[config.mk]
export PLATFORM = sky130hd
export DESIGN_NAME = adc_capture_top
export DESIGN_NICKNAME = d
export VERILOG_FILES = /design/src/common/adc_capture_pkg.sv /design/src/source/adc_capture_top.sv /design/src/source/byte_serializer.sv /design/src/source/sample_packer.sv /design/src/source/presample_fifo.sv /design/src/capture_ctrl/capture_counters.sv /design/src/capture_ctrl/capture_ctrl_fsm.sv
export SDC_FILE = /design/constraint.sdc
export NUM_CORES = 2
export LEC_CHECK = 0
export BUFFER_PORTS_ARGS = -buffer_cell sky130_fd_sc_hd__buf_2
export CORE_MARGIN = 4
export CORE_UTILIZATION = 46
export DETAILED_ROUTE_END_ITERATION = 6
export GPL_ROUTABILITY_DRIVEN = 0
export SETUP_SLACK_MARGIN = 0.02
export SYNTH_ARGS = -nofsm -noshare
export SYNTH_HDL_FRONTEND = slang
export SYNTH_HIERARCHICAL = 1
export SYNTH_SLANG_ARGS = --single-unit
[constraint.sdc]
create_clock -name adc_sampleclk -period 36.2 [get_ports adc_sampleclk]
set_input_delay 3.62 -clock adc_sampleclk [delete_from_list [all_inputs] [get_ports adc_sampleclk]]
set_output_delay 3.62 -clock adc_sampleclk [all_outputs]
set_load 0.05 [all_outputs]
[src/common/adc_capture_pkg.sv]
`default_nettype none

package adc_capture_pkg;

    localparam int sample_w      = 12;
    localparam int buf_depth     = 256;
    localparam int buf_addr_w    = 8;
    localparam int presample_w   = 8;
    localparam int downsample_w  = 8;
    localparam int max_samples_w = 16;
    localparam int err_w         = 3;    // [2] downsample, [1] clip, [0] overflow

    typedef enum logic [2:0] {
        idle,
        presamp_filling,
        presamp_full,
        triggered,
        done
    } capture_state_t;

    // samples[1] is the first sample of the pair, bytes[2] goes out first
    typedef union packed {
        logic [1:0][sample_w-1:0] samples;
        logic [2:0][7:0]          bytes;
    } sample_pair_u;

endpackage

`default_nettype wire
[src/source/adc_capture_top.sv]
`timescale 1ns/100ps
`default_nettype none

module adc_capture_top import adc_capture_pkg::*; (
    input  wire                      adc_sampleclk,
    input  wire                      reset,
    input  wire [sample_w-1:0]       adc_datain_i,
    input  wire                      arm_i,
    input  wire                      trigger_i,
    input  wire [presample_w-1:0]    presample_i,
    input  wire [downsample_w-1:0]   downsample_i,
    input  wire [max_samples_w-1:0]  max_samples_i,
    input  wire                      low_res_i,
    input  wire                      byte_ready_i,
    output logic [7:0]               byte_data_o,
    output logic                     byte_valid_o,
    output logic                     capture_done_o,
    output logic [err_w-1:0]         error_stat_o
);

    capture_state_t      state;
    logic                tick;
    logic                presamp_reached;
    logic                total_reached;
    logic                wr_en;
    logic                drain_en;
    logic                last_tag;
    logic                downsample_err;
    logic                clip_err;
    logic                overflow;
    logic                last_byte_accepted;
    logic [sample_w-1:0] fifo_data;
    logic                fifo_last;
    logic                fifo_valid;
    logic                fifo_ready;
    logic                out_en;
    sample_pair_u        word;
    logic                word_last;
    logic                word_valid;
    logic                word_ready;

    // presamples stay in the buffer until the trigger has been seen
    assign out_en = (state == triggered) || (state == done);

    assign error_stat_o = {downsample_err, clip_err, overflow};

    capture_ctrl_fsm i_fsm (
        .adc_sampleclk        (adc_sampleclk),
        .reset                (reset),
        .arm_i                (arm_i),
        .trigger_i            (trigger_i),
        .presample_i          (presample_i),
        .downsample_i         (downsample_i),
        .tick_i               (tick),
        .presamp_reached_i    (presamp_reached),
        .total_reached_i      (total_reached),
        .last_byte_accepted_i (last_byte_accepted),
        .state_o              (state),
        .wr_en_o              (wr_en),
        .drain_en_o           (drain_en),
        .last_tag_o           (last_tag),
        .downsample_err_o     (downsample_err),
        .capture_done_o       (capture_done_o)
    );

    capture_counters i_counters (
        .adc_sampleclk     (adc_sampleclk),
        .reset             (reset),
        .state_i           (state),
        .wr_en_i           (wr_en),
        .presample_i       (presample_i),
        .downsample_i      (downsample_i),
        .max_samples_i     (max_samples_i),
        .tick_o            (tick),
        .presamp_reached_o (presamp_reached),
        .total_reached_o   (total_reached)
    );

    presample_fifo i_fifo (
        .adc_sampleclk (adc_sampleclk),
        .reset         (reset),
        .sample_i      (adc_datain_i),
        .wr_en_i       (wr_en),
        .drain_en_i    (drain_en),
        .last_i        (last_tag),
        .arm_i         (arm_i),
        .fifo_data_o   (fifo_data),
        .fifo_last_o   (fifo_last),
        .fifo_valid_o  (fifo_valid),
        .overflow_o    (overflow),
        .fifo_ready_i  (fifo_ready && out_en)
    );

    sample_packer i_packer (
        .adc_sampleclk (adc_sampleclk),
        .reset         (reset),
        .fifo_data_i   (fifo_data),
        .fifo_last_i   (fifo_last),
        .fifo_valid_i  (fifo_valid && out_en),
        .arm_i         (arm_i),
        .fifo_ready_o  (fifo_ready),
        .word_o        (word),
        .word_last_o   (word_last),
        .word_valid_o  (word_valid),
        .word_ready_i  (word_ready),
        .clip_err_o    (clip_err)
    );

    byte_serializer i_serializer (
        .adc_sampleclk        (adc_sampleclk),
        .reset                (reset),
        .word_i               (word),
        .word_last_i          (word_last),
        .word_valid_i         (word_valid),
        .low_res_i            (low_res_i),
        .word_ready_o         (word_ready),
        .byte_data_o          (byte_data_o),
        .byte_valid_o         (byte_valid_o),
        .last_byte_accepted_o (last_byte_accepted),
        .byte_ready_i         (byte_ready_i)
    );

endmodule

`default_nettype wire

[src/source/byte_serializer.sv]
`timescale 1ns/100ps
`default_nettype none

module byte_serializer import adc_capture_pkg::*; (
    input  wire          adc_sampleclk,
    input  wire          reset,
    input  sample_pair_u word_i,
    input  wire          word_last_i,
    input  wire          word_valid_i,
    input  wire          low_res_i,
    output logic         word_ready_o,
    output logic [7:0]   byte_data_o,
    output logic         byte_valid_o,
    output logic         last_byte_accepted_o,
    input  wire          byte_ready_i
);

    logic [1:0] byte_idx;
    logic       final_byte;
    logic       byte_take;

    // the packer holds its word stable, so bytes are picked straight from it
    assign byte_valid_o = word_valid_i;
    assign byte_take    = byte_valid_o && byte_ready_i;
    assign final_byte   = low_res_i ? (byte_idx == 2'd1) : (byte_idx == 2'd2);

    assign word_ready_o         = byte_take && final_byte;
    assign last_byte_accepted_o = word_ready_o && word_last_i;

    always_comb begin
        if (low_res_i) begin
            // upper 8 bits of each sample, first sample first
            if (byte_idx[0])
                byte_data_o = word_i.samples[0][sample_w-1 -: 8];
            else
                byte_data_o = word_i.samples[1][sample_w-1 -: 8];
        end else begin
            case (byte_idx)
                2'd0:    byte_data_o = word_i.bytes[2];
                2'd1:    byte_data_o = word_i.bytes[1];
                default: byte_data_o = word_i.bytes[0];
            endcase
        end
    end

    always_ff @(posedge adc_sampleclk) begin
        if (reset) begin
            byte_idx <= 2'd0;
        end else if (byte_take) begin
            if (final_byte)
                byte_idx <= 2'd0;
            else
                byte_idx <= byte_idx + 2'd1;
        end
    end

endmodule

`default_nettype wire

[src/source/sample_packer.sv]
`timescale 1ns/100ps
`default_nettype none

module sample_packer import adc_capture_pkg::*; (
    input  wire                 adc_sampleclk,
    input  wire                 reset,
    input  wire [sample_w-1:0]  fifo_data_i,
    input  wire                 fifo_last_i,
    input  wire                 fifo_valid_i,
    input  wire                 arm_i,
    output logic                fifo_ready_o,
    output sample_pair_u        word_o,
    output logic                word_last_o,
    output logic                word_valid_o,
    input  wire                 word_ready_i,
    output logic                clip_err_o
);

    logic [sample_w-1:0] first_q;
    logic                have_first;
    logic                take;
    logic                clipped;

    // the first half of a pair never needs the output slot
    assign fifo_ready_o = !have_first || !word_valid_o || word_ready_i;
    assign take         = fifo_valid_i && fifo_ready_o;
    assign clipped      = (fifo_data_i == '1) || (fifo_data_i == '0);

    always_ff @(posedge adc_sampleclk) begin
        if (take && !have_first)
            first_q <= fifo_data_i;
        if (take && have_first) begin
            word_o.samples <= {first_q, fifo_data_i};
            word_last_o    <= fifo_last_i;
        end
    end

    always_ff @(posedge adc_sampleclk) begin
        if (reset) begin
            have_first   <= 1'b0;
            word_valid_o <= 1'b0;
            clip_err_o   <= 1'b0;
        end else if (arm_i) begin
            have_first <= 1'b0;
            clip_err_o <= 1'b0;
        end else begin
            if (take)
                have_first <= !have_first;
            if (take && have_first)
                word_valid_o <= 1'b1;
            else if (word_ready_i)
                word_valid_o <= 1'b0;
            if (take && clipped)
                clip_err_o <= 1'b1;
        end
    end

endmodule

`default_nettype wire

[src/source/presample_fifo.sv]
`timescale 1ns/100ps
`default_nettype none

module presample_fifo import adc_capture_pkg::*; (
    input  wire                 adc_sampleclk,
    input  wire                 reset,
    input  wire [sample_w-1:0]  sample_i,
    input  wire                 wr_en_i,
    input  wire                 drain_en_i,
    input  wire                 last_i,
    input  wire                 arm_i,
    output logic [sample_w-1:0] fifo_data_o,
    output logic                fifo_last_o,
    output logic                fifo_valid_o,
    output logic                overflow_o,
    input  wire                 fifo_ready_i
);

    logic [sample_w:0]   mem [buf_depth];    // {last tag, sample}
    logic [buf_addr_w-1:0] wr_ptr;
    logic [buf_addr_w-1:0] rd_ptr;
    logic [buf_addr_w:0]   count;
    logic                  rd_adv;
    logic                  wr_ok;

    assign fifo_valid_o = (count != '0);
    assign {fifo_last_o, fifo_data_o} = mem[rd_ptr];

    // a drain moves the head without presenting it downstream
    assign rd_adv = fifo_valid_o && (fifo_ready_i || drain_en_i);
    assign wr_ok  = wr_en_i && (!count[buf_addr_w] || rd_adv);

    always_ff @(posedge adc_sampleclk) begin
        if (wr_ok)
            mem[wr_ptr] <= {last_i, sample_i};
    end

    always_ff @(posedge adc_sampleclk) begin
        if (reset || arm_i) begin
            wr_ptr     <= '0;
            rd_ptr     <= '0;
            count      <= '0;
            overflow_o <= 1'b0;
        end else begin
            if (wr_ok)
                wr_ptr <= wr_ptr + 1'b1;
            if (rd_adv)
                rd_ptr <= rd_ptr + 1'b1;
            count <= count + (buf_addr_w+1)'(wr_ok) - (buf_addr_w+1)'(rd_adv);
            if (wr_en_i && !wr_ok)
                overflow_o <= 1'b1;    // sample dropped
        end
    end

endmodule

`default_nettype wire

[src/capture_ctrl/capture_counters.sv]
`timescale 1ns/100ps
`default_nettype none

module capture_counters import adc_capture_pkg::*; (
    input  wire                      adc_sampleclk,
    input  wire                      reset,
    input  capture_state_t           state_i,
    input  wire                      wr_en_i,
    input  wire [presample_w-1:0]    presample_i,
    input  wire [downsample_w-1:0]   downsample_i,
    input  wire [max_samples_w-1:0]  max_samples_i,
    output logic                     tick_o,
    output logic                     presamp_reached_o,
    output logic                     total_reached_o
);

    logic [downsample_w-1:0]  ds_cnt;
    logic [presample_w-1:0]   pre_cnt;
    logic [max_samples_w-1:0] tot_cnt;
    logic [max_samples_w-1:0] total_limit;
    logic [max_samples_w-1:0] occupancy;
    logic                     active;

    assign active      = (state_i == presamp_filling) || (state_i == presamp_full) ||
                         (state_i == triggered);
    assign total_limit = {max_samples_i[max_samples_w-1:1], 1'b0};    // even total

    // in presamp_full the buffer holds exactly presample_i entries
    assign occupancy = (state_i == presamp_full) ? max_samples_w'(presample_i) : tot_cnt;

    assign tick_o            = active && (ds_cnt == '0);
    assign presamp_reached_o = (pre_cnt == presample_i - 1'b1);
    assign total_reached_o   = (occupancy == total_limit - 1'b1);

    always_ff @(posedge adc_sampleclk) begin
        if (reset || !active) begin
            ds_cnt  <= '0;
            pre_cnt <= '0;
            tot_cnt <= '0;
        end else begin
            if ((state_i == presamp_full) && (presample_i == '0) && !wr_en_i)
                ds_cnt <= '0;    // no presamples, wait aligned for the trigger
            else if (ds_cnt == downsample_i)
                ds_cnt <= '0;
            else
                ds_cnt <= ds_cnt + 1'b1;

            if ((state_i == presamp_filling) && wr_en_i)
                pre_cnt <= pre_cnt + 1'b1;

            if (state_i == presamp_full)
                tot_cnt <= max_samples_w'(presample_i) + max_samples_w'(wr_en_i);
            else if (wr_en_i)
                tot_cnt <= tot_cnt + 1'b1;
        end
    end

endmodule

`default_nettype wire

[src/capture_ctrl/capture_ctrl_fsm.sv]
`timescale 1ns/100ps
`default_nettype none

module capture_ctrl_fsm import adc_capture_pkg::*; (
    input  wire                     adc_sampleclk,
    input  wire                     reset,
    input  wire                     arm_i,
    input  wire                     trigger_i,
    input  wire [presample_w-1:0]   presample_i,
    input  wire [downsample_w-1:0]  downsample_i,
    input  wire                     tick_i,
    input  wire                     presamp_reached_i,
    input  wire                     total_reached_i,
    input  wire                     last_byte_accepted_i,
    output capture_state_t          state_o,
    output logic                    wr_en_o,
    output logic                    drain_en_o,
    output logic                    last_tag_o,
    output logic                    downsample_err_o,
    output logic                    capture_done_o
);

    capture_state_t next_state;
    capture_state_t start_state;
    logic           capture_end;

    assign start_state = (presample_i != '0) ? presamp_filling : presamp_full;

    always_comb begin
        wr_en_o = 1'b0;
        case (state_o)
            presamp_filling: wr_en_o = tick_i;
            presamp_full:    wr_en_o = tick_i && ((presample_i != '0) || trigger_i);
            triggered:       wr_en_o = tick_i;
            default:         wr_en_o = 1'b0;
        endcase
    end

    // the trigger-edge sample is post-trigger data, so it never drains
    assign drain_en_o = wr_en_o && (state_o == presamp_full) && !trigger_i;

    assign capture_end = wr_en_o && total_reached_i &&
                         ((state_o == triggered) || trigger_i);
    assign last_tag_o  = capture_end;

    always_comb begin
        next_state = state_o;
        if (arm_i) begin
            next_state = start_state;     // arm restarts from anywhere
        end else begin
            case (state_o)
                presamp_filling: begin
                    if (trigger_i)
                        next_state = capture_end ? done : triggered;
                    else if (wr_en_o && presamp_reached_i)
                        next_state = presamp_full;
                end
                presamp_full: begin
                    if (trigger_i)
                        next_state = capture_end ? done : triggered;
                end
                triggered: begin
                    if (capture_end)
                        next_state = done;
                end
                done: begin
                    if (last_byte_accepted_i)
                        next_state = idle;
                end
                default: next_state = idle;
            endcase
        end
    end

    always_ff @(posedge adc_sampleclk) begin
        if (reset) begin
            state_o          <= idle;
            downsample_err_o <= 1'b0;
            capture_done_o   <= 1'b0;
        end else begin
            state_o <= next_state;
            if (arm_i) begin
                downsample_err_o <= (downsample_i != '0) && (presample_i != '0);
                capture_done_o   <= 1'b0;
            end else if ((state_o == done) && last_byte_accepted_i) begin
                capture_done_o <= 1'b1;   // stays up until next arm
            end
        end
    end

endmodule

`default_nettype wire

== Yosys cells after proc, flatten, opt, wreduce, memory -nomap -nowiden ==
Memories as Yosys holds them, arrays and structs flattened. A register that Yosys moved wholly into a read port is not among the register bits.
Cells that the tools add are included.

* Bitwise operators: 1
* Mux-type cells: 24
* Reductions and logical operators: 57
* Equal/unequal tests: 14
* Add/sub/neg operators: 11

{| class="wikitable"
|+ Operator list
! kind !! count
|-
| $mux W16 || 3
|-
| $add A8 B1 Y8 const B || 4
|-
| $mux W8 || 4
|-
| $logic_and A1 B1 Y1 || 24
|-
| $mux W3 || 7
|-
| $add A16 B1 Y16 const B || 1
|-
| $eq A16 B16 Y1 || 1
|-
| $eq A8 B8 Y1 || 2
|-
| $logic_not A8 Y1 || 2
|-
| $pmux W8 S2 || 1
|-
| $reduce_bool A8 Y1 || 2
|-
| $sub A16 B1 Y16 const B || 1
|-
| $eq A12 B12 Y1 const B || 1
|-
| $logic_not A12 Y1 || 1
|-
| $logic_or A1 B1 Y1 || 12
|-
| $pmux W3 S4 || 1
|-
| $add A8 B1 Y9 || 1
|-
| $add A9 B1 Y9 || 1
|-
| $reduce_bool A9 Y1 || 1
|-
| $sub A9 B1 Y9 || 1
|-
| $sub A8 B1 Y8 const B || 1
|-
| $logic_not A1 Y1 || 7
|-
| $eq A3 B2 Y1 const B || 2
|-
| $ne A3 B2 Y1 const B || 2
|-
| other kinds (17) || 24
|}

* Output and inout port bits: 13
* Memories: 1
* Register bits: 105
* RAM bits: 3328

{| class="wikitable"
|+ Memories
! name !! depth !! bits a word !! read ports !! clocked after Yosys merged registers in !! wr ports !! RTL line !! text
|-
| i_fifo.mem || 256 || 13 || 1 || 1 || 1 || presample_fifo.sv:19 || <nowiki>logic [sample_w:0] mem [buf_depth];</nowiki>
|}

== Depth between registers and ports, before layout ==
* Word-level depth: 14
* Depth in mapped cells: 24

== By module ==
The synthesis kept the hierarchy.

{| class="wikitable"
|+ By module, submodules not included
! module !! cells each !! times used !! area an instance (um^2) !! seq. area each (um^2)
|-
| presample_fifo || 5789 || 1 || 128871.1 || 100616.5
|-
| capture_counters || 317 || 1 || 2538.7 || 640.6
|-
| sample_packer || 61 || 1 || 1308.8 || 1171.1
|-
| byte_serializer || 75 || 1 || 570.5 || 40.0
|-
| capture_ctrl_fsm || 56 || 1 || 412.9 || 100.1
|-
| adc_capture_top || 9 || 1 || 62.6 || 0.0
|}

== Worst setup path before layout ==
Ideal clock, no wire load.

* Path kind: input-to-reg
* Start point: input port max_samples_i[6]
* End point: memory i_fifo/mem[0][12] (netlist name) (data pin)
* Library setup time: 2.284 ns
* Required time: 33.916 ns
* Arrival: 15.973 ns
* Buffers on the path: 0
* Setup slack: 17.943 ns
* Stages on the path: 9
* Cell sequence: or4_1 -> or3_4 -> nor2_1 -> mux2_2 -> o21ai_1 -> nand2_1 -> a221oi_2 -> and3b_1 -> a21boi_0

* Word-level cells in the longest chain between the ends: 4

{| class="wikitable"
|+ Ends and longest elaborated chain
! what !! RTL line !! text
|-
| from (decl) || adc_capture_top.sv:12 || <nowiki>input wire [max_samples_w-1:0] max_samples_i,</nowiki>
|-
| $sub A16 B1 Y16 || capture_counters.sv:33 || <nowiki>assign total_reached_o = (occupancy == total_limit - 1'b1);</nowiki>
|-
| $eq A16 B16 Y1 || capture_counters.sv:33 ||
|-
| named net total_reached || adc_capture_top.sv:24 || <nowiki>logic total_reached;</nowiki>
|-
| $logic_and A1 B1 Y1 (2 in a row) || capture_ctrl_fsm.sv:42 || <nowiki>assign capture_end = wr_en_o && total_reached_i &&</nowiki>
|-
| named net last_tag || adc_capture_top.sv:27 || <nowiki>logic last_tag;</nowiki>
|-
| to (decl) || presample_fifo.sv:19 ||
|}

The timed path passes the listed nets, and every way through them passes these cells.

== Final worst setup path ==
* Start point: input port low_res_i
* End point: memory i_fifo/mem[192][6] (netlist name) (enable)

* Word-level cells in the longest chain between the ends: 10

{| class="wikitable"
|+ Ends and longest elaborated chain
! what !! RTL line !! text
|-
| from (decl) || adc_capture_top.sv:13 || <nowiki>input wire low_res_i,</nowiki>
|-
| $mux W1 || byte_serializer.sv:25 || <nowiki>assign final_byte = low_res_i ? (byte_idx == 2'd1) : (byte_idx == 2'd2);</nowiki>
|-
| $logic_and A1 B1 Y1 || byte_serializer.sv:27 || <nowiki>assign word_ready_o = byte_take && final_byte;</nowiki>
|-
| named net word_ready || adc_capture_top.sv:40 || <nowiki>logic word_ready;</nowiki>
|-
| $logic_or A1 B1 Y1 || sample_packer.sv:25 || <nowiki>assign fifo_ready_o = !have_first || !word_valid_o || word_ready_i;</nowiki>
|-
| named net fifo_ready || adc_capture_top.sv:35 || <nowiki>logic fifo_ready;</nowiki>
|-
| $logic_and A1 B1 Y1 || adc_capture_top.sv:91 || <nowiki>.fifo_ready_i (fifo_ready && out_en)</nowiki>
|-
| $logic_or A1 B1 Y1 || presample_fifo.sv:30 || <nowiki>assign rd_adv = fifo_valid_o && (fifo_ready_i || drain_en_i);</nowiki>
|-
| $logic_and A1 B1 Y1 || presample_fifo.sv:30 ||
|-
| $logic_or A1 B1 Y1 || presample_fifo.sv:31 || <nowiki>assign wr_ok = wr_en_i && (!count[buf_addr_w] || rd_adv);</nowiki>
|-
| $logic_and A1 B1 Y1 || presample_fifo.sv:31 ||
|-
| $mux W1 || presample_fifo.sv:34 || <nowiki>if (wr_ok)</nowiki>
|-
| $mux W1 (implied by the code) || presample_fifo.sv:35 || <nowiki>mem[wr_ptr] <= {last_i, sample_i};</nowiki>
|}

The timed path passes the listed nets, and every way through them passes these cells.

==> run_results.csv <==
group,metric,value,unit
status,outcome,"completed",
critical_path,crit_buf_inv,5,
synth,yosys_warnings,6,
critical_path,critPathArrivalTime,8700,ps
cts,htreeDepth,5,
sta,rsz0062_at_grt,"no",
min_path,worstHoldPathCells,0,
min_path,min_to,"i_packer/word_o[18]$_DFFE_PP_",
global_route,grtUsageTotal,21.8,%
sta,fin_tns_setup,0,ps
critical_path,cp.required,36760,ps
placement,placed_cell_area,0.140,mm²
sta,setup_viol,0,
placement,hpwl,198,mm
cts,numCtsBuffers,346,
sta,timing.final.crit_share,22.5,%
global_route,grt_pass1_wl,477,mm
floorplan,dieArea,0.299,mm²
sta,tightest_slew,1340,ps
floorplan,fp.coreArea,0.289,mm²
sta,fin_crit,8140,ps
routing,drtIter0Drc,8500,
critical_path,crit_path_frequent_cell,"nor2_1",
critical_path,critical_path.top_delay_family,"simple AND/OR/NAND/NOR gates",
final_layout,most-common-layout-cells,"3365 x edfxtp_1, 801 x mux4_2, 386 x buf_4, 363 x nor2_1, 354 x clkbuf_16",
placement,placed_cells,10279,
critical_path,reg2reg_depth,15,
floorplan,io_pins,63,
final_layout,final_core_util,52.2,%
cts,clkTransAtPathRegs,60,ps
synth,synth_area,0.134,mm²
final_layout,fin_area,0.151,mm²
synth,synthArstFlopShare,0,%
final_layout,drive_gt1_share,25.5,%
global_route,overflow,0,
placement,port-buffer-count,61,
final_layout,syn2layout_area_growth,12.6,%
cts,hold_buffers,0,
floorplan,floorplan.initialDensity,46.3,%
cts,cts_tree,"built",
global_route,grt_pass1_vias,65935,
synth,synth_seq_cells,3441,
routing,wl_per_cell,30.4,µm
routing,finalWirelength,331,mm
power,p_leak,0.0447,µW
floorplan,die_h,547,µm
critical_path,slowest_delay,840,ps
cts,clock-sinks,3441,
min_path,hold_path.class,"flip-flop to flip-flop",
final_layout,mostFrequentLayoutCell,"edfxtp_1",
critical_path,crit_type,"input pin to flip-flop",
critical_path,worstPathMaxFanout,17,
routing,drc_errors,0,
synth,syn_nets,6387,
routing,via_per_inst,6.04,
floorplan,rows,197,
power,powerDensity,52.8,mW/mm²
routing,drt-pass1-iter-count,7,
critical_path,crit_path_start_kind,"input pin",
synth,synth-seq-area-share,76.7,%
sta,max_freq,123,MHz
critical_path,ff2ff_setup_slack,29080,ps
cts,postCtsSetupRepairBufs,0,
routing,postRouteAntennaNets,0,
final_layout,fin_nets,6828,
global_route,antenna_found_initial,16,
synth,avgSynthCellArea,21.2,µm²
critical_path,end_kind,"flip-flop",
synth,yosys.cell_types.count,86,
critical_path,crit_chain,"buf_2 > mux2i_1 > nor2_1 > inv_1 > nand3_2 > nand2_1 > o31ai_1 > nor2_1 > a21boi_1 > inv_1 > nor3_1 > nand2_2 > buf_4 > nor2_1 > buf_4",
global_route,grt_max_degree,112,
sta,slew_headroom,10.0,%
cts,cts-root-buf,"clkbuf_16",
cts,clock_path_buffers,4,
cts,post_cts_resized,0,
sta,skew,57.0,ps
cts,clock_latency,890,ps
final_layout,finalNonFillerCells,10896,
routing,num_vias,65790,
floorplan,die_x,547,µm
synth,synth_flop_cell,"edfxtp_1",
job,max_cap_viol_count,0,
min_path,min_from,"i_packer/first_q[6]$_DFFE_PP_",
critical_path,r2r-end,"i_packer/clip_err_o$_SDFFE_PP0P_",
sta,hold_viol,0,
sta,drv_slew,0,
synth,synth-edff-count,3365,
synth,synth_cells,6307,
critical_path,worst_path_max_delay_cell,"a21boi_1",
power,peakVddDrop,0.0354,mV
metrics by stage:
stage	worst slack (ps)	hold slack [ps]	total power (µW)
5_1_grt	27820	430	8200
3_3_place_gp	27440	405	4620
3_5_place_dp	27230	405	4630
2_1_floorplan	17940	400	4530
4_1_cts	28160	419	8020
6_report	28060	416	7950
routing by layer:
layer	track usage [%]	vias to the layer above	wire length, µm
met5	0	-	12
met4	6.18	2	9990
met3	4.10	528	28600
met2	33.6	2774	155000
met1	32.1	35161	138000
li1	-	27325	-
synth_stat cells, types with 8 or more instances:
master,number,area (µm²)
xnor2_1,43,377
nor4_1,39,244
nor3_1,61,305
nand3_1,62,310
mux2_2,13,146
edfxtp_1,3365,101000
buf_4,57,428
o22ai_1,69,432
nand4_1,27,169
a21oi_1,105,526
a211oi_1,21,158
a311oi_1,10,87.6
a22oi_1,207,1550
buf_12,9,180
a22o_1,36,315
buf_6,49,552
nand3b_1,8,60.1
mux4_2,801,18000
nor2_1,369,1390
and3_1,14,87.6
clkbuf_1,119,447
o221ai_1,11,96.3
inv_1,33,124
o211ai_1,30,225
or2_2,11,68.8
buf_2,105,526
ha_1,29,363
o21ai_0,28,140
nand2b_1,16,100
mux2i_1,130,1300
buf_1,17,63.8
xor2_1,48,420
a221oi_1,30,263
o31ai_1,18,135
dfxtp_1,76,1520
nor2b_1,17,106
nor3b_1,8,60.1
nand2_1,106,398
cell families after synthesis:
kind of cell / after synthesis / synth area share, %
DFF: 3441 / 76.7
muxes: 944 / 14.6
and+or+nand+nor: 792 / 2.85
AOI/OAI and AO/OA: 614 / 3.24
buffers and inverters: 395 / 1.79
xor gates and xnor gates: 91 / 0.596
adders and majority gates: 30 / 0.286
sequential cells by signal (all words and copies together), names as in the netlist, named ones only:
signal / cells
i_packer/have_first: 1
i_counters/tot_cnt: 16
i_fifo/overflow_o: 1
i_fifo/mem: 3328
i_fsm/capture_done_o: 1
i_serializer/byte_idx: 2
i_counters/pre_cnt: 8
i_fifo/rd_ptr: 8
i_fifo/wr_ptr: 8
i_packer/word_valid_o: 1
i_packer/first_q: 12
i_fsm/downsample_err_o: 1
i_packer/clip_err_o: 1
i_packer/word_o: 24
i_fsm/state_o: 3
i_counters/ds_cnt: 8
i_packer/word_last_o: 1
i_fifo/count: 9
worst max path at each step:
stage          depth (start not counted)              from                      endpoint
6_report                              15         low_res_i  i_fifo/mem[192][6]$_DFFE_PP_
5_1_grt                               15         low_res_i  i_fifo/mem[192][9]$_DFFE_PP_
4_1_cts                               15         low_res_i  i_fifo/mem[192][9]$_DFFE_PP_
3_5_place_dp                          15         low_res_i  i_fifo/mem[192][0]$_DFFE_PP_
3_3_place_gp                          15         low_res_i  i_fifo/mem[216][9]$_DFFE_PP_
2_1_floorplan                          9  max_samples_i[6]   i_fifo/mem[0][12]$_DFFE_PP_
area by class of cell:
class | count | area [µm²]
antenna | 3 | 7.51
clock buffer | 455 | 9300
clock inverter | 158 | 1330
fill | 22429 | 138000
inverter | 33 | 124
multi-input combinational | 2471 | 28900
sequential | 3441 | 103000
tap | 3880 | 4850
timing repair buffer | 455 | 3470
where the power goes:
group | total, µW | leakage, µW | switching, µW | internal (µW)
Sequential | 4370 | 0.0304 | 2.87 | 4370
Clock | 3410 | 0.00520 | 1470 | 1940
Combinational | 171 | 0.00914 | 122 | 48.6
worst register-to-register path: cells and delay by family (launching register included):
family / cells / cell delay [ps]
simple gates: 5 / 2070
buf+inv: 5 / 3360
mux: 1 / 450
compound gates: 4 / 510
flops: 1 / 670
Power figures use the tool's default switching activity.
